$ cat config.mk
export PLATFORM = sky130hd
export DESIGN_NAME = drain_arbiter
export DESIGN_NICKNAME = d
export VERILOG_FILES = /design/src/udp_reassembly_pkg.sv /design/src/drain_arbiter.sv
export SDC_FILE = /design/constraint.sdc
export NUM_CORES = 1
export LEC_CHECK = 0
export ABC_AREA = 1
export BUFFER_PORTS_ARGS = -buffer_cell sky130_fd_sc_hd__buf_4
export CORE_MARGIN = 2
export CORE_UTILIZATION = 33
export DETAILED_ROUTE_END_ITERATION = 10
export PLACE_DENSITY_LB_ADDON = 0.3
export SYNTH_ARGS = -nofsm -noshare
export SYNTH_HDL_FRONTEND = slang
export SYNTH_SLANG_ARGS = --single-unit
$ cat constraint.sdc
create_clock -name clock -period 1.3 [get_ports clock]
set_input_delay 0.26 -clock clock [delete_from_list [all_inputs] [get_ports clock]]
set_output_delay 0.26 -clock clock [all_outputs]
set_load 0.1 [all_outputs]
$ cat src/udp_reassembly_pkg.sv
package udp_reassembly_pkg;

    ////////////////////////////////////////////////////////////////////
    // Field widths
    ////////////////////////////////////////////////////////////////////

    localparam int DATA_WIDTH      = 8;
    localparam int PACKET_ID_WIDTH = 16;

    typedef logic [PACKET_ID_WIDTH-1:0] packet_id_t;

    ////////////////////////////////////////////////////////////////////
    // Stream beats
    ////////////////////////////////////////////////////////////////////

    // Input byte with its datagram tag and fragment markers
    typedef struct packed {
        logic [DATA_WIDTH-1:0] data;
        packet_id_t            packet_id;
        logic                  fragment_end;
        logic                  final_fragment;
    } in_beat_t;

    // Reassembled output byte
    typedef struct packed {
        logic [DATA_WIDTH-1:0] data;
        packet_id_t            packet_id;
        logic                  last;
    } out_beat_t;

    // One word of a slot FIFO
    typedef struct packed {
        logic [DATA_WIDTH-1:0] data;
        logic                  end_of_packet;
    } slot_entry_t;

    localparam int SLOT_ENTRY_WIDTH = $bits(slot_entry_t);

    // Slot life cycle
    typedef enum logic [1:0] {
        SLOT_IDLE,
        SLOT_CAPTURE,
        SLOT_DRAIN
    } slot_state_t;

endpackage

$ cat src/drain_arbiter.sv
module drain_arbiter import udp_reassembly_pkg::*; #(
    parameter int NUM_SLOTS = 4
) (
    input  logic                 clock,
    input  logic                 reset_n,
    input  logic [NUM_SLOTS-1:0] drain_request,
    input  slot_entry_t          drain_beat [NUM_SLOTS],
    input  packet_id_t           slot_packet_id [NUM_SLOTS],
    output logic [NUM_SLOTS-1:0] drain_pop,
    output out_beat_t            out_beat,
    output logic                 out_valid,
    input  logic                 out_ready
);

    logic [NUM_SLOTS-1:0] grant;
    logic [NUM_SLOTS-1:0] first_request;
    logic [NUM_SLOTS-1:0] active;
    logic                 out_transfer;

    // Lowest requesting slot
    assign first_request = drain_request & (~drain_request + 1'b1);

    assign active       = grant & drain_request;
    assign out_valid    = |active;
    assign out_transfer = out_valid && out_ready;
    assign drain_pop    = active & {NUM_SLOTS{out_ready}};

    ////////////////////////////////////////////////////////////////////
    // Output multiplexer
    ////////////////////////////////////////////////////////////////////

    // Grant is one-hot, at most one slot drives the beat
    always_comb begin
        out_beat = '0;
        for (int i = 0; i < NUM_SLOTS; i++) begin
            if (grant[i]) begin
                out_beat.data      = drain_beat[i].data;
                out_beat.packet_id = slot_packet_id[i];
                out_beat.last      = drain_beat[i].end_of_packet;
            end
        end
    end

    ////////////////////////////////////////////////////////////////////
    // Locked grant
    ////////////////////////////////////////////////////////////////////

    // Held until the last byte of the datagram leaves
    always_ff @(posedge clock or negedge reset_n) begin
        if (!reset_n) begin
            grant <= '0;
        end else if (grant == '0) begin
            grant <= first_request;
        end else if (out_transfer && out_beat.last) begin
            grant <= '0;
        end
    end

endmodule

## Word-level counts from Yosys, hierarchy flattened

Cells that the tools add are included.

- Word-level logic and storage cells: 17
- Output and inout port bits: 30
- Memory bits (read-only): 0
- Memories: 0
- Register bits after elaboration: 4
- Latch bits: 0
- RAM bits: 0
- Input bits: 107

- Multipliers: 0
- Equality and inequality tests: 0
- Order comparisons: 0
- Muxes and demuxes: 6
- Bitwise operators: 4
- Shift operators: 0
- Div/mod/pow operators: 0
- Reductions and logical operators: 5
- $add $sub $neg: 1

Operators by type and width:

| operator | number |
|---|---|
| $mux 25 | 4 |
| $and 4x4->4 | 3 |
| $mux 4 | 2 |
| $add 4x1->4 const B | 1 |
| $logic_not 4->1 | 1 |
| $not 4->4 | 1 |
| $reduce_or 4->1 | 1 |
| $logic_and 1x1->1 | 2 |
| $reduce_bool 2->1 | 1 |

## Depth between registers and ports, before layout

- Word-level depth: 7
- Gate-level depth with buffers: 9
- Gate-level depth less buffers: 8

## Least setup slack after synthesis

OpenSTA, ideal clock, no wires.

- Path kind: reg2out
- Start: register grant[1]
- End: output out_beat[23] (netlist name)
- Setup slack: -1273 ps
- Arrival time: 2313 ps
- Buffers on the path: 2
- Data required time: 1040 ps
- Cell stages (with the launch flop): 6
- Path through: dfrtp_1 -> buf_6 -> buf_2 -> o21ai_1 -> nand2_1 -> a22oi_1

RTL lines:

| what | line | RTL |
|---|---|---|
| from (decl) | drain_arbiter.sv:15 | `logic [NUM_SLOTS-1:0] grant;` |
| from (signal assigned) | drain_arbiter.sv:53 | `grant <= first_request;` |
| to (decl) | drain_arbiter.sv:10 | `output out_beat_t out_beat,` |

==> run_results.csv <==
group,metric,value,unit
floorplan,start_util,34.6,%
critical_path,cp-end-kind,"output pin",
final_layout,fillers,295,
timing,timing.fmax,576,MHz
timing,period_share,133,%
yosys,synthesis.area,1410,sq um
yosys,yosys-top-cells-count,"nand2_1, inv_1, a21oi_1, o21ai_1, nand2_2",
drt,dr.first_iter.drc_count,73,
clocking,cts_tree,"built",
final_layout,n_antenna_cell,0,
critical_path,critical_path_peak_fanout,8,
yosys,synth_edf_count,0,
pwr,p_per_area,3270,nW/um^2
worst_hold_path,hp-class,"in -> reg",
floorplan,die_area,4800,sq um
yosys,synth_area_leaders,"nand2_1, a22oi_2, nand2_2",
yosys,netlist_instances,234,
final_layout,largest_reg_flops,4,
floorplan,io-pin-count,137,
critical_path,critPathRequiredTime,1040,ps
yosys,yosysMostFrequentCell,"nand2_1",
drt,routed_wl,6.11,mm
drt,ant_nets,0,
yosys,yosysSeqAreaShare,7.12,%
final_layout,nets,486,
yosys,ys.warnings.count,0,
yosys,netlist.area_leader.share,18.4,%
global_route,grt_antenna_before_repair,0,
timing,hold_ws,321,ps
timing,fin_ws,-435,ps
timing,fin_tns_setup,-11250,ps
yosys,synthMuxAreaShare,0,%
global_route,grt_usage,23.7,%
pwr,max-vdd-ir-drop,2.28,mV
yosys,syn_area_per_cell,6.00,sq um
global_route,grt_first_pass_wirelength,9.43,mm
floorplan,rows,23,
drt,wire_per_inst,14.3,um
global_route,overflow,0,
drt,viasPerCell,4.99,
run_status,run_status,"complete, but fails checks",
clocking,cts_sinks,4,
yosys,synth_fa_ha_area_share,0,%
critical_path,cp-startpoint,"grant[0]$_DFFE_PN0P_",
drt,via_count,2129,
place,dpl.cell_count,420,
timing,drv_slew,0,
pwr,leakage,1.61,nW
yosys,synth_top_family_by_area,"compound AO/OA/AOI/OAI gates",
clocking,cts.reportedPaths.clkPinSlew,30,ps
final_layout,final_layout_size_suffix_gt1_share,63.7,%
timing,worst-slew-pin-transition,362,ps
clocking,htree_num_levels,1,
clocking,clockBufferDepth,2,
yosys,synth-compound-area-share,38.5,%
timing,rsz0062_at_grt,"yes",
yosys,synth-xor-area-share,0,%
critical_path,reg2reg_from,"grant[2]$_DFFE_PN0P_",
final_layout,syn_to_final_growth,125,%
critical_path,arrival,1480,ps
place,pre_cts_ws,-307,ps
floorplan,die_h,69.3,um
run_status,violations,"negative setup slack",
final_layout,top_register,"grant",
place,place_congestion,0.846,
place,placed_cell_area,2630,sq um
flow_run,cap_violations,0,
place,port_buffers,136,
timing,layout_min_cycle_time,1740,ps
final_layout,biggestRegsByFlops,"grant x4",
drt,drtPass1Iterations,4,
final_layout,design_area,3160,sq um
clocking,cts_made_buffers,3,
critical_path,worstSetupPathType,"reg -> out",
clocking,root_buffer,"clkbuf_8",
worst_hold_path,min-delay-start,"drain_request[3]",
place,dp_hpwl,4.26,mm
timing,maxSlewHeadroom,75.9,%
global_route,grt_pass1_vias,2112,
global_route,grt_max_degree,25,
floorplan,core_area,4060,sq um
drt,drc,0,
timing,setup_viol,34,
yosys,ys_types,20,
yosys,synth-simple-area-share,34.6,%
timing,final_hold_viol_count,0,
yosys,ys_ff_latch,4,
clocking,clk_latency,220,ps
yosys,syn_nets,341,
final_layout,layout.cells.non_filler,427,
yosys,synth_flop_cell,"dfrtp_1",
yosys,postSynth.asyncResetShare,100,%
yosys,synth_largest_area_cell,"nand2_1",
critical_path,worst_setup_path_start_kind,"flip-flop",
floorplan,die_x,69.3,um
timing,fin_skew,1.84,ps
power by group:
part	switching, W	internal [W]	leakage (nW)	total (W)
sequential	0.000102	0.000184	0.0454	0.000286
combinational	0.00622	0.00354	1.54	0.00976
clock	0.0000733	0.000198	0.0216	0.000271
total	0.00639	0.00392	1.61	0.0103
stage by stage:
stage                     util (%)  total power, W
after global routing          77.8          0.0107
final                         77.8          0.0103
after floorplan                  -         0.00657
after detailed placement      64.9         0.00818
after CTS                     74.4         0.00982
after global placement        64.9         0.00809
repair_timing:
| action | CTS | global route |
|---|---|---|
| gates cloned | 0 | 2 |
| setup endpoints to repair | 34 | 34 |
| gates resized for setup | 84 | 27 |
| hold endpoints to repair | 4 | 0 |
| buffers inserted | 0 | 2 |
| pin swaps | 0 | 9 |
| hold buffers | 1 | 0 |
critical path, stage by stage (launching register included):
cell and delay (ps):
dfrtp_2 420, buf_6 160, nand2_1 70, o21ai_2 110, nand2_1 80, a22oi_2 200
buf_12 210
cells in the final DEF, fill, tap and decap left out, drive strengths merged:
cell / n
a21oi: 26
a22oi: 24
buf: 158
clkbuf: 4
dfrtp: 4
dlygate4sd3: 1
inv: 30
nand2: 93
nand3: 4
nor2: 7
nor3: 1
nor4: 1
o21ai: 24
routing by layer:
layer	wire [um]	GRT usage [%]	vias up
met2	3350	46.7	108
met5	0	0	-
li1	-	-	1051
met4	178	8.50	0
met1	2160	24.8	951
met3	413	3.92	19
cell type report:
class	count	area, sq um	area share (%)
Clock buffer	3	41.3	1.31
Tap cell	50	62.6	1.98
Sequential cell	4	105	3.33
Timing Repair Buffer	160	1680	53.2
Inverter	30	113	3.57
Multi-Input combinational cell	180	1160	36.6
logic make-up (layout without fill, tap and decap cells):
| logic type | after synthesis | after routing |
|---|---|---|
| and+or+nand+nor | 106 | 106 |
| AOI/OAI and AO/OA | 74 | 74 |
| buffers and inverters | 50 | 193 |
| DFF | 4 | 4 |
worst paths after layout:
kind	slack, ps	to	cells past startpoint
min in group asynchronous	370	grant[3]$_DFFE_PN0P_	2
worst min-delay path	320	grant[3]$_DFFE_PN0P_	3
worst max register to register	-160	grant[3]$_DFFE_PN0P_	10
worst max-delay path	-440	out_beat[24]	6
max in group asynchronous	810	grant[0]$_DFFE_PN0P_	2
worst min register to register	770	grant[1]$_DFFE_PN0P_	3
No activity file was read; power rests on OpenSTA's default activity.
