--- config.mk ---
export PLATFORM = sky130hd
export DESIGN_NAME = fragment_dispatcher
export DESIGN_NICKNAME = d
export VERILOG_FILES = /design/src/udp_reassembly_pkg.sv /design/src/fragment_dispatcher.sv
export SDC_FILE = /design/constraint.sdc
export NUM_CORES = 1
export LEC_CHECK = 0
export BUFFER_PORTS_ARGS = -buffer_cell sky130_fd_sc_hd__buf_2
export CAP_MARGIN = 20
export CORE_MARGIN = 2
export CORE_UTILIZATION = 39
export DETAILED_ROUTE_END_ITERATION = 7
export PLACE_DENSITY = 0.91
export SLEW_MARGIN = 20
export SYNTH_ARGS = -nofsm -noshare
export SYNTH_HDL_FRONTEND = slang
export SYNTH_SLANG_ARGS = --single-unit
--- constraint.sdc ---
create_clock -name vclk -period 2.45
set_clock_uncertainty 0.05 [all_clocks]
set_input_delay 0.245 -clock vclk [all_inputs]
set_output_delay 0.245 -clock vclk [all_outputs]
set_load 0.02 [all_outputs]
--- src/udp_reassembly_pkg.sv ---
package udp_reassembly_pkg;

    ////////////////////////////////////////////////////////////////////
    // Field widths
    ////////////////////////////////////////////////////////////////////

    localparam int DATA_WIDTH      = 8;
    localparam int PACKET_ID_WIDTH = 16;

    typedef logic [PACKET_ID_WIDTH-1:0] packet_id_t;

    ////////////////////////////////////////////////////////////////////
    // Stream beats
    ////////////////////////////////////////////////////////////////////

    // Input byte with its datagram tag and fragment markers
    typedef struct packed {
        logic [DATA_WIDTH-1:0] data;
        packet_id_t            packet_id;
        logic                  fragment_end;
        logic                  final_fragment;
    } in_beat_t;

    // Reassembled output byte
    typedef struct packed {
        logic [DATA_WIDTH-1:0] data;
        packet_id_t            packet_id;
        logic                  last;
    } out_beat_t;

    // One word of a slot FIFO
    typedef struct packed {
        logic [DATA_WIDTH-1:0] data;
        logic                  end_of_packet;
    } slot_entry_t;

    localparam int SLOT_ENTRY_WIDTH = $bits(slot_entry_t);

    // Slot life cycle
    typedef enum logic [1:0] {
        SLOT_IDLE,
        SLOT_CAPTURE,
        SLOT_DRAIN
    } slot_state_t;

endpackage

--- src/fragment_dispatcher.sv ---
module fragment_dispatcher import udp_reassembly_pkg::*; #(
    parameter int NUM_SLOTS = 4
) (
    input  logic                 in_valid,
    output logic                 in_ready,
    input  in_beat_t             in_beat,
    input  logic [NUM_SLOTS-1:0] slot_free,
    input  logic [NUM_SLOTS-1:0] slot_capturing,
    input  packet_id_t           slot_packet_id [NUM_SLOTS],
    output logic [NUM_SLOTS-1:0] slot_write
);

    logic [NUM_SLOTS-1:0] id_match;
    logic [NUM_SLOTS-1:0] match_one_hot;
    logic [NUM_SLOTS-1:0] free_one_hot;
    logic [NUM_SLOTS-1:0] target;
    logic                 any_match;
    logic                 transfer;

    ////////////////////////////////////////////////////////////////////
    // Identifier match against open slots
    ////////////////////////////////////////////////////////////////////

    // Only capturing slots can take more bytes of their datagram
    always_comb begin
        for (int i = 0; i < NUM_SLOTS; i++) begin
            id_match[i] = slot_capturing[i] &&
                          (slot_packet_id[i] == in_beat.packet_id);
        end
    end

    // Lowest set bit keeps the write one-hot
    assign match_one_hot = id_match & (~id_match + 1'b1);
    assign any_match     = |id_match;

    ////////////////////////////////////////////////////////////////////
    // Free slot search
    ////////////////////////////////////////////////////////////////////

    // Priority encoder, lowest index wins
    assign free_one_hot = slot_free & (~slot_free + 1'b1);

    // An existing datagram beats a new claim
    assign target = any_match ? match_one_hot : free_one_hot;

    ////////////////////////////////////////////////////////////////////
    // Handshake
    ////////////////////////////////////////////////////////////////////

    // Stall when nothing matches and every slot is busy
    assign in_ready = |target;
    assign transfer = in_valid && in_ready;

    assign slot_write = transfer ? target : '0;

endmodule

# Yosys cells after proc, flatten, opt, wreduce, memory -nomap -nowiden
# Cells that the tools add are included.
[classes]
add_sub_neg = 2
n_eq_ne = 4
mux = 2
bitwise = 4
n_reduce_logical = 7
[ops]
columns = ["cell", "n"]
rows = [
  ["16-bit == test", 4],
  ["4-bit by 1-bit adder with 4-bit output, second input constant", 2],
  ["4-bit bitwise AND", 2],
  ["4-bit 2-to-1 mux", 2],
  ["4-bit inverter", 2],
  ["4-bit OR reduction", 2],
  ["1-bit logical AND", 5],
]
[totals]
ff_bits = 0
in_bits = 99
output_inout_bits = 5
word_cells = 19

# Logic depth before layout (Yosys ltp)
[logic_depth]
ltp_word = 9
mapped_depth = 7
depth_no_buf = 6

# Worst setup path before layout
# No wires, ideal clock.
[synth_timing]
path_kind = "input port to output port"
from = "in in_beat[10] (netlist bit)"
to = "out slot_write[0]"
arrival_ns = 1.579
t_required_ns = 2.155
setup_slack_ns = 0.576
path_stages = 6
path_buffers = 1
cell_sequence = "buf_4 -> xnor2_1 -> nand4_1 -> nor4_1 -> nand3_1 -> a21boi_0"
[synth_via]
elab_chain_cells = 9
elab_cells_between_ends = 16
classes_between = "add/sub: 1; eq/ne: 4; mux: 2; bitwise: 2; reduce/logical: 7"
[synth_rtl]
columns = ["item", "line_no", "source"]
rows = [
  ["from (decl)", "fragment_dispatcher.sv:6", "input in_beat_t in_beat,"],
  ["16-bit == test", "fragment_dispatcher.sv:28", "(slot_packet_id[i] == in_beat.packet_id);"],
  ["1-bit logical AND", "fragment_dispatcher.sv:27", "id_match[i] = slot_capturing[i] &&"],
  ["4-bit inverter", "fragment_dispatcher.sv:33", "assign match_one_hot = id_match & (~id_match + 1'b1);"],
  ["4-bit by 1-bit adder with 4-bit output", "fragment_dispatcher.sv:33", ""],
  ["4-bit bitwise AND", "fragment_dispatcher.sv:33", ""],
  ["4-bit 2-to-1 mux *", "fragment_dispatcher.sv:44", "assign target = any_match ? match_one_hot : free_one_hot;"],
  ["4-bit OR reduction", "fragment_dispatcher.sv:51", "assign in_ready = |target;"],
  ["1-bit logical AND", "fragment_dispatcher.sv:52", "assign transfer = in_valid && in_ready;"],
  ["4-bit 2-to-1 mux *", "fragment_dispatcher.sv:54", "assign slot_write = transfer ? target : '0;"],
  ["to (decl)", "fragment_dispatcher.sv:10", "output logic [NUM_SLOTS-1:0] slot_write"],
]
# Every way passes the cells marked *; elsewhere a longest branch is shown, timed or not.

# Worst setup path after layout
[layout_timing]
from = "in in_beat[4] (netlist bit)"
to = "out in_ready"
[layout_via]
elab_chain_cells = 7
elab_cells_between_ends = 14
classes_between = "add/sub: 1; eq/ne: 4; mux: 1; bitwise: 2; reduce/logical: 6"
[layout_rtl]
columns = ["item", "line_no", "source"]
rows = [
  ["16-bit == test", "fragment_dispatcher.sv:28", ""],
  ["1-bit logical AND", "fragment_dispatcher.sv:27", ""],
  ["4-bit inverter", "fragment_dispatcher.sv:33", ""],
  ["4-bit by 1-bit adder with 4-bit output", "fragment_dispatcher.sv:33", ""],
  ["4-bit bitwise AND", "fragment_dispatcher.sv:33", ""],
  ["4-bit 2-to-1 mux *", "fragment_dispatcher.sv:44", ""],
  ["4-bit OR reduction *", "fragment_dispatcher.sv:51", ""],
  ["to (decl)", "fragment_dispatcher.sv:5", "output logic in_ready,"],
]
# Marks and branches as above.

==> summary.txt <==
Floorplan
  • Die span in x: 52.8 um
  • Effective utilization at floorplan: 0.415
  • Placeable core area: 2230 um2
  • Row Count: 17
  • DIE HEIGHT: 52.8 um
  • Die ar.: 2780 um2
  • Num ports: 104

STA
  • Setup-failing EPs final: 0
  • Fin crit share: 0.834
  • Final Hold Vio Count: 0
  • Unrepaired setup endpoints after global routing: no
  • Max Transition Viols Final: 0
  • Worst slew margin: 0.668
  • Fin crit period: 2040 ps
  • Worst Tran Pin Value: 493 ps
  • Setup TNS: 0 ps
  • Fmax: 0.489 GHz

Place
  • Dpl cell area: 1300 um2
  • Port Buffer Count: 94
  • Final HPWL DP: 2550 um
  • GP Congestion: 0.743

Layout
  • N_diodes: 0
  • Layout area overhead: 40.4%
  • Fillcell total: 244
  • Layout cells sized above 1: 0.490
  • Cell area after layout: 1300 um2
  • Nets: 297
  • FF/Latch Area: 0 um2
  • Clock buffers: 0
  • Sequential cells: 0

Global routing
  • Grt total ovfl: 0
  • First-pass GRT wire length: 3770 um
  • Largest net degree at the start of global routing: 6
  • Initial antenna violation count: 0
  • Number of global-route vias before repair: 967
  • Total track usage: 0.178

Pwr
  • Power density over cell area: 171 nW/um2
  • Static Leakage: 0.000553 uW
  • VDD IR max: 0.0905 mV

Drt
  • DR vias/cell: 4.75
  • DR WL/cell: 12.1 um
  • Vias after detailed routing: 1063
  • Routed Antenna Nets: 0
  • Drt first pass iters: 4
  • Drt initial violations: 7
  • # DRC: 0
  • Wirelength, routed: 2720 um

Synthesis
  • Syn avg cell area: 7.86 um2
  • Synth Instances: 118
  • Synth unique cells: 14
  • Seq/Total Area, Yosys: 0
  • Netlist Area Pre-Place: 927 um2
  • Synthesized net count: 217
  • Yosys warns: 0

Critical path
  • CP required: 2150 ps
  • CP Max Fanout: 5
  • CP arrival: 1750 ps
  • CP Capture Type: primary output
  • CP Launch Type: primary input
  • WS Path Type: primary input to primary output

Clock network
  • Post-cts resize count: 0
  • # hold bufs at CTS: 0
  • Postcts setup bufs: 0

Status
  • Outcome: completed

Hold path
  • Tightest Hold Check Type: primary input to primary output

Job
  • Max cap viols: 0
cell usage after synthesis, drive strengths merged:
| master | count | area share |
|---|---|---|
| or4b | 1 | 0.011 |
| nor2 | 1 | 0.0040 |
| nand3b | 1 | 0.0081 |
| nor4 | 4 | 0.027 |
| buf | 16 | 0.14 |
| a21oi | 3 | 0.016 |
| nand4 | 15 | 0.10 |
| nand4b | 1 | 0.0094 |
| nand2 | 1 | 0.0040 |
| nand3 | 10 | 0.065 |
| xnor2 | 64 | 0.60 |
| a21boi | 1 | 0.0081 |
cell families (layout without fill, tap and decap cells):
logic type                after synthesis  in the layout  synth area share
AOI/OAI and AO/OA                       4              4            0.0243
buffers and inverters                  16             94             0.142
xor gates and xnor gates               64             64             0.605
and+or+nand+nor                        34             34             0.229
placed cells by master (no fill, tap or decap):
cell type and n:
a21boi_0 1, a21oi_1 3, buf_2 94, nand2_1 1, nand3_1 8, nand3_2 2, nand3b_1 1, nand4_1 15
nand4b_1 1, nor2_1 1, nor4_1 4, or4b_1 1, xnor2_1 64
area by class of cell:
cell class                      instances  area (um2)  area share
Tap cell                               28        35.0      0.0269
Multi-Input combinational cell        102         796       0.612
Timing Repair Buffer                   94         470       0.362
final timing paths:
path,from,end,depth (start not counted)
setup / recovery,in_beat[4],in_ready,8
hold / removal,slot_free[3],in_ready,3
per-layer routing:
| layer | routed length (um) | GRT usage |
|---|---|---|
| met3 | 180 | 0.0143 |
| met2 | 1500 | 0.396 |
| met1 | 1030 | 0.182 |
| met4 | 0 | 0 |
| met5 | 0 | 0 |
critical path: stages:
cell     delay (ps)
buf_2           160
xnor2_1         130
nand4_1         110
nor4_1          490
nand3_2         190
nand4_1         140
or4b_1          130
buf_2           150
per-stage QoR:
stage	std cells	hold slack [ps]	utilization	worst slack [ps]	power (uW)
after CTS	224	786	0.583	330	225
final	224	784	0.583	406	223
after detailed placement	224	784	0.583	341	224
after floorplan	118	564	-	576	147
after global routing	224	811	0.583	228	243
after global placement	224	764	0.583	412	219
power breakdown:
group          switching (uW)  total, uW  internal (uW)
clock network               0          0              0
logic                    94.3        223            129
registers                   0          0              0
total                    94.3        223            129
(Power assumes the default switching activity.)
