File: src/udp_reassembly_pkg.sv
package udp_reassembly_pkg;

    ////////////////////////////////////////////////////////////////////
    // Field widths
    ////////////////////////////////////////////////////////////////////

    localparam int DATA_WIDTH      = 8;
    localparam int PACKET_ID_WIDTH = 16;

    typedef logic [PACKET_ID_WIDTH-1:0] packet_id_t;

    ////////////////////////////////////////////////////////////////////
    // Stream beats
    ////////////////////////////////////////////////////////////////////

    // Input byte with its datagram tag and fragment markers
    typedef struct packed {
        logic [DATA_WIDTH-1:0] data;
        packet_id_t            packet_id;
        logic                  fragment_end;
        logic                  final_fragment;
    } in_beat_t;

    // Reassembled output byte
    typedef struct packed {
        logic [DATA_WIDTH-1:0] data;
        packet_id_t            packet_id;
        logic                  last;
    } out_beat_t;

    // One word of a slot FIFO
    typedef struct packed {
        logic [DATA_WIDTH-1:0] data;
        logic                  end_of_packet;
    } slot_entry_t;

    localparam int SLOT_ENTRY_WIDTH = $bits(slot_entry_t);

    // Slot life cycle
    typedef enum logic [1:0] {
        SLOT_IDLE,
        SLOT_CAPTURE,
        SLOT_DRAIN
    } slot_state_t;

endpackage

File: src/fragment_slot.sv
module fragment_slot import udp_reassembly_pkg::*; #(
    parameter int SLOT_DEPTH = 512
) (
    input  logic        clock,
    input  logic        reset_n,
    input  logic        write,
    input  in_beat_t    beat,
    output logic        free,
    output logic        capturing,
    output packet_id_t  packet_id,
    output logic        drain_request,
    output slot_entry_t drain_beat,
    input  logic        drain_pop
);

    slot_state_t state;
    slot_state_t next_state;
    slot_entry_t buffer_entry;
    logic        buffer_valid;
    logic        accept;
    logic        end_of_packet;
    logic        fifo_empty;

    ////////////////////////////////////////////////////////////////////
    // Datagram storage
    ////////////////////////////////////////////////////////////////////

    // Full flag left open, datagrams stay below the depth
    sync_fifo #(
        .DATA_WIDTH (SLOT_ENTRY_WIDTH),
        .DATA_DEPTH (SLOT_DEPTH)
    ) slot_fifo (
        .clock        (clock),
        .reset_n      (reset_n),
        .write_enable (buffer_valid),
        .write_data   (buffer_entry),
        .read_enable  (drain_pop),
        .read_data    (drain_beat),
        .empty        (fifo_empty),
        .full         ()
    );

    // Final byte of the final fragment closes the datagram
    assign end_of_packet = beat.fragment_end && beat.final_fragment;

    ////////////////////////////////////////////////////////////////////
    // Slot FSM
    ////////////////////////////////////////////////////////////////////

    always_comb begin
        next_state = state;
        accept     = 1'b0;
        case (state)
            SLOT_IDLE: begin
                if (write) begin
                    accept     = 1'b1;
                    next_state = end_of_packet ? SLOT_DRAIN : SLOT_CAPTURE;
                end
            end
            SLOT_CAPTURE: begin
                if (write) begin
                    accept = 1'b1;
                    if (end_of_packet) begin
                        next_state = SLOT_DRAIN;
                    end
                end
            end
            SLOT_DRAIN: begin
                // Wait for the buffered last byte to land before testing empty
                if (fifo_empty && !buffer_valid) begin
                    next_state = SLOT_IDLE;
                end
            end
            default: begin
                next_state = SLOT_IDLE;
            end
        endcase
    end

    always_ff @(posedge clock or negedge reset_n) begin
        if (!reset_n) begin
            state        <= SLOT_IDLE;
            free         <= 1'b0;
            capturing    <= 1'b0;
            buffer_valid <= 1'b0;
        end else begin
            state        <= next_state;
            free         <= (next_state == SLOT_IDLE);
            capturing    <= (next_state == SLOT_CAPTURE);
            buffer_valid <= accept;
        end
    end

    // One-byte staging register ahead of the FIFO
    always_ff @(posedge clock) begin
        if (accept) begin
            buffer_entry.data          <= beat.data;
            buffer_entry.end_of_packet <= end_of_packet;
        end
    end

    // Identifier taken from the first byte only
    always_ff @(posedge clock) begin
        if (state == SLOT_IDLE && write) begin
            packet_id <= beat.packet_id;
        end
    end

    assign drain_request = (state == SLOT_DRAIN) && !fifo_empty;

endmodule

File: src/sync_fifo.sv
module sync_fifo #(
    parameter int DATA_WIDTH = 8,
    parameter int DATA_DEPTH = 512
) (
    input  logic                  clock,
    input  logic                  reset_n,
    input  logic                  write_enable,
    input  logic [DATA_WIDTH-1:0] write_data,
    input  logic                  read_enable,
    output logic [DATA_WIDTH-1:0] read_data,
    output logic                  empty,
    output logic                  full
);

    localparam int ADDRESS_WIDTH = (DATA_DEPTH > 1) ? $clog2(DATA_DEPTH) : 1;
    localparam int COUNT_WIDTH   = $clog2(DATA_DEPTH + 1);

    logic [DATA_WIDTH-1:0]    memory [DATA_DEPTH];
    logic [ADDRESS_WIDTH-1:0] write_pointer;
    logic [ADDRESS_WIDTH-1:0] read_pointer;
    logic [COUNT_WIDTH-1:0]   count;
    logic                     do_write;
    logic                     do_read;

    // Wrap at the configured depth, not only at a power of two
    function automatic logic [ADDRESS_WIDTH-1:0] advance(input logic [ADDRESS_WIDTH-1:0] pointer);
        if (pointer == ADDRESS_WIDTH'(DATA_DEPTH - 1)) begin
            return '0;
        end
        return pointer + 1'b1;
    endfunction

    assign do_write = write_enable && !full;
    assign do_read  = read_enable && !empty;

    assign empty = (count == '0);
    assign full  = (count == COUNT_WIDTH'(DATA_DEPTH));

    // Show-ahead read port, head entry always visible
    assign read_data = memory[read_pointer];

    always_ff @(posedge clock) begin
        if (do_write) begin
            memory[write_pointer] <= write_data;
        end
    end

    always_ff @(posedge clock or negedge reset_n) begin
        if (!reset_n) begin
            write_pointer <= '0;
            read_pointer  <= '0;
            count         <= '0;
        end else begin
            if (do_write) begin
                write_pointer <= advance(write_pointer);
            end
            if (do_read) begin
                read_pointer <= advance(read_pointer);
            end
            case ({do_write, do_read})
                2'b10:   count <= count + 1'b1;
                2'b01:   count <= count - 1'b1;
                default: count <= count;
            endcase
        end
    end

endmodule

File: config.mk
export PLATFORM = sky130hd
export DESIGN_NAME = fragment_slot
export DESIGN_NICKNAME = d
export VERILOG_FILES = /design/src/udp_reassembly_pkg.sv /design/src/fragment_slot.sv /design/src/sync_fifo.sv
export SDC_FILE = /design/constraint.sdc
export NUM_CORES = 2
export LEC_CHECK = 0
export BUFFER_PORTS_ARGS = -buffer_cell sky130_fd_sc_hd__buf_2
export CAP_MARGIN = 30
export CORE_AREA = 2 2 609 611
export DETAILED_ROUTE_END_ITERATION = 8
export DIE_AREA = 0 0 611 613
export SYNTH_ARGS = -nofsm -noshare
export SYNTH_HDL_FRONTEND = slang
export SYNTH_MEMORY_MAX_BITS = 65536
export SYNTH_SLANG_ARGS = --single-unit
File: constraint.sdc
create_clock -name clock -period 9 [get_ports clock]
set_input_delay 0.9 -clock clock [delete_from_list [all_inputs] [get_ports clock]]
set_output_delay 0.9 -clock clock [all_outputs]
set_load 0.05 [all_outputs]
### Yosys cells after proc, flatten, opt, wreduce, memory -nomap -nowiden

Memories as Yosys holds them, arrays and structs flattened.
Cells that the tools add are included.

| storage, ports and cells | value |
|---|---|
| bits in writable memories | 4608 |
| bits in registers | 58 |
| memories | 1 |
| input bits | 30 |

| operators by class | value |
|---|---|
| eq/ne operators | 8 |
| reduce and logical (&&, ||, !) cells | 14 |
| $add $sub $neg | 4 |
| muxes and demuxes | 19 |

Memories:

| memory | depth | width | rd ports | clocked after memory_dff | wr ports | line | source |
|---|---|---|---|---|---|---|---|
| slot_fifo.memory | 512 | 9 | 1 | 0 | 1 | sync_fifo.sv:18 | `logic [DATA_WIDTH-1:0] memory [DATA_DEPTH];` |

Operators by type and width:

| operator | count |
|---|---|
| $mux W9 | 4 |
| $pmux W10 S2 | 1 |
| $add A9 B1 Y9 const B | 2 |
| $eq A9 B9 Y1 const B | 2 |
| $add A10 B1 Y10 const B | 1 |
| $eq A10 B10 Y1 const B | 1 |
| $logic_not A10 Y1 | 1 |
| $mux W2 | 5 |
| $sub A10 B1 Y10 const B | 1 |
| $mux W1 | 8 |
| $eq A2 B1 Y1 const B | 3 |
| $logic_and A1 B1 Y1 | 6 |
| $pmux W2 S3 | 1 |
| $eq A2 B2 Y1 const B | 2 |
| $logic_not A2 Y1 | 2 |
| $logic_not A1 Y1 | 3 |
| $reduce_bool A2 Y1 | 1 |
| $reduce_or A2 Y1 | 1 |

### Logic depth before layout (Yosys ltp)

| logic depth | value |
|---|---|
| depth after elaboration | 5 |
| depth in mapped cells | 18 |

### Cells and area by module

From an unflattened synthesis, not the netlist that was laid out.

| unflattened totals | value |
|---|---|
| cell total of the unflattened synthesis | 8261 |
| area total of the unflattened synthesis | 181155.0 sq um |

By module, submodules not included:

| module | times used | area an instance (sq um) | cells each |
|---|---|---|---|
| sync_fifo | 1 | 180201.6 | 8220 |
| fragment_slot | 1 | 953.4 | 41 |

### Worst setup path after synthesis

No wires, ideal clock.

| path | value |
|---|---|
| path kind | register to register |
| start | register buffer_entry[0] in the netlist's numbering |
| end | memory slot_fifo.memory[0][0] in the netlist's numbering, data pin |
| stages on the path, launching flop included | 1 |
| slack | 1.407 ns |
| data arrival time | 6.158 ns |
| data required time | 7.565 ns |
| period minus slack after synthesis | 7.593 ns |
| cells stage by stage | edfxtp_1 |

RTL lines:

| what | line | source |
|---|---|---|
| from (decl) | fragment_slot.sv:18 | `slot_entry_t buffer_entry;` |
| to (decl) | sync_fifo.sv:18 |  |

Straight into the memory's write port.

==> metrics.md <==
| Metric | Value |
|---|---|
| Initial antenna violation count | `25` |
| Outcome | `finished clean` |
| Total CTS buffers | `468` |
| M1 GR Usage | `37.3%` |
| Clock slew at reported path FFs | `60 ps` |
| Clk buf depth | `4` |
| Crit path max-delay family | `simple AND/OR/NAND/NOR gates` |
| Post-synthesis cell type count | `80` |
| Hold EP | `buffer_entry[6]` |
| Critical path's largest stage delay | `1040 ps` |
| Clk sink count | `4666` |
| Max cap viols | `0` |
| Die height | `613 µm` |
| Root Driver | `clkbuf_16` |
| Antenna Violating Nets Remaining | `0` |
| Die Area | `0.375 mm²` |
| FF-to-FF setup slack | `4060 ps` |
| CP most frequent cell | `buf_4` |
| PD cells | `265 mW/mm²` |
| Post-Syn Instances | `9262` |
| Drt via density | `6.44` |
| NumNets Final | `9504` |
| Non-Filler Instances | `14700` |
| Final Util | `55.4%` |
| R2r endpoint | `slot_fifo.count[8]` |
| Sequential area share after synthesis | `76.4%` |
| Slowest-stage cell, CP | `a2111oi_1` |
| Max_slew headroom | `7.21%` |
| Global routing's busiest layer | `met2` |
| Worst IR Drop VDD | `0.177 mV` |
| PortBufs | `57` |
| Setup TNS | `0 ps` |
| Largest net degree at the start of global routing | `203` |
| CP bufs+invs | `4` |
| DR DRC count | `0` |
| Core area | `0.368 mm²` |
| Worst Max-Slew Pin Slew | `1390 ps` |
| Worst skew pair latency | `1010 ps` |
| GRT overflow | `0` |
| Most frequent cells in the layout | `edfxtp_1 (4633), mux2i_1 (803), mux4_2 (772)` |
| WP data required | `8100 ps` |
| Asr flop ratio synth | `0.707%` |
| RSZ-0062 raised after global routing | `no` |
| Max Slew Vio Count | `0` |
| Reg2reg path depth | `14` |
| Final hold slack | `80.3 ps` |
| IO Count | `58` |
| First-pass GRT wire length | `707000 µm` |
| Post-CTS setup buffer count | `0` |
| Dpl cells | `13800` |
| Kind of critical path | `flop to output port` |
| Syn Nets | `9303` |
| Clk_skew | `58.6 ps` |
| Worst Hold Class | `input pin to flop` |
| Avg WL per Cell | `34.0 µm` |
| Number of global-route vias before repair | `93600` |
| Top FF cell, synth | `edfxtp_1` |
| Row count | `223` |
| Clock H-tree levels | `5` |
| CP cell instances | `buf_4, nand2_4, buf_12, o221ai_1, a21oi_1, nor4_1, nand3_1, a2111oi_1, buf_4, and4b_1, buf_2` |
| Synth Area per Inst | `19.8 µm²` |
| DR iter-0 viols | `12500` |
| Worst setup EP type | `output port` |
| Startpoint Class | `flop` |
| Crit path max fanout | `81` |
| CTS tree | `yes` |
| Arrival time worst endpoint | `7390 ps` |
| Final hold vios | `0` |
| Layout cells sized above 1 | `18.5%` |
| Hold path startpoint | `beat[23]` |
| Total wire length | `499000 µm` |
| Layout area overhead | `11.2%` |
| Pleak | `64.1 nW` |
| Reg-to-Reg Start | `slot_fifo.count[2]` |
| Routed via count | `94600` |
| Die width | `611 µm` |
| Post-synth EDFFs | `4633` |
| Most common cell after layout, fill and taps aside | `edfxtp_1` |
| Finish-stage setup viols | `0` |
| Pre-antenna DRT Iters | `7` |
| Met2 usage | `41.2%` |
| Fin crit share | `92.1%` |
| Max Fclk | `121 MHz` |
| Synth Cell Area | `0.183 mm²` |
| Synth Warn # | `0` |
| Final min period | `8290 ps` |
| Initial Util | `49.8%` |
| GP Congestion | `0.877` |
| Dpl hpwl | `304000 µm` |
| Synth Register Bits | `4666` |
| GR Util met3 | `4.98%` |
| Hold Path Cell Cnt | `1` |
| GRT Overall Usage | `26.4%` |
==> per-stage QoR <==
stage / instance area [µm²] / setup WS, ps / total power [mW]
after global placement: 188000 / 1620 / 35.1
after floorplan: 183000 / 1410 / 31.6
after CTS: 204000 / 815 / 54.2
final: 204000 / 715 / 54.1
after global routing: 204000 / 793 / 55.5
after detailed placement: 188000 / 1920 / 35.2
==> routing by layer <==
metal,vias up,share of wire (%)
li1,38900,-
met1,50100,40
met2,4702,47
met3,885,8.7
met4,10,4.2
met5,-,0.014
==> cells in the mapped netlist, types with 33 or more instances <==
library cell,count,share of area [%]
edfxtp_1,4633,76
buf_4,75,0.31
a211oi_1,62,0.25
nor3_1,211,0.58
mux4_2,772,9.5
o21ai_0,130,0.36
nor2_1,623,1.3
nand3_1,60,0.16
o221ai_1,287,1.4
a21oi_1,178,0.49
nor4_1,122,0.42
buf_6,61,0.37
clkbuf_1,290,0.59
buf_1,41,0.084
dfrtp_1,33,0.45
nand2_1,220,0.45
buf_2,75,0.20
o22ai_1,168,0.57
mux2i_1,803,4.4
==> worst max path at each step <==
stage	from	end	slack (ps)	depth (start not counted)
after CTS	slot_fifo.read_pointer[2]	drain_beat[6]	820	11
after global routing	slot_fifo.read_pointer[2]	drain_beat[6]	790	11
final	slot_fifo.read_pointer[2]	drain_beat[6]	710	11
after detailed placement	slot_fifo.read_pointer[2]	drain_beat[6]	1920	11
after global placement	slot_fifo.read_pointer[0]	drain_beat[3]	1620	11
after floorplan	buffer_entry[0]	slot_fifo.memory[0][0]	1410	0
==> layout make-up <==
type / count / area, µm²
Tap cell: 4837 / 6050
Multi-Input combinational cell: 3990 / 39700
Fill cell: 27700 / 164000
Antenna cell: 6 / 15.0
Inverter: 11 / 53.8
Timing Repair Buffer: 326 / 2950
Sequential cell: 4666 / 140000
Clock buffer: 580 / 12400
Clock inverter: 278 / 2650
==> sequential cells by signal, summed over array words and instances, names as in the netlist <==
name / flops
slot_fifo.write_pointer: 9
free: 1
slot_fifo.count: 10
slot_fifo.memory: 4608
packet_id: 16
buffer_entry: 9
capturing: 1
buffer_valid: 1
slot_fifo.read_pointer: 9
state: 2
==> cells by family after synthesis <==
logic type	after synthesis	synth area share, %
adders and majority gates	11	0.0751
DFF	4666	76.4
buffers and inverters	606	2.08
xor gates and xnor gates	15	0.0717
AOI/OAI and AO/OA	988	3.78
and+or+nand+nor	1374	3.46
muxes	1602	14.1
==> what timing repair did <==
item                      CTS  global route
hold endpoints to repair   33             0
hold buffers                1             0
resized for setup           0             0
==> worst reg2reg max path, stage by stage (launching register included) <==
cell and delay (ps):
dfrtp_1 480, nor4_1 460, nand4_1 370, nand2_1 720, inv_1 420, ha_1 570, xor2_1 270, ha_1 240
and3b_1 180, o21ai_0 340, nand2_1 180, o2bb2ai_1 160, o22ai_1 190, xor2_1 160, o21ai_0 90
==> power by group <==
| group | switching [mW] | total (mW) | internal (mW) |
|---|---|---|---|
| combinational | 6.91 | 10.4 | 3.47 |
| clock | 8.20 | 19.3 | 11.1 |
| sequential | 0.196 | 24.4 | 24.2 |
| total | 15.3 | 54.1 | 38.8 |
Note: power is estimated with default switching activity, not from simulation.
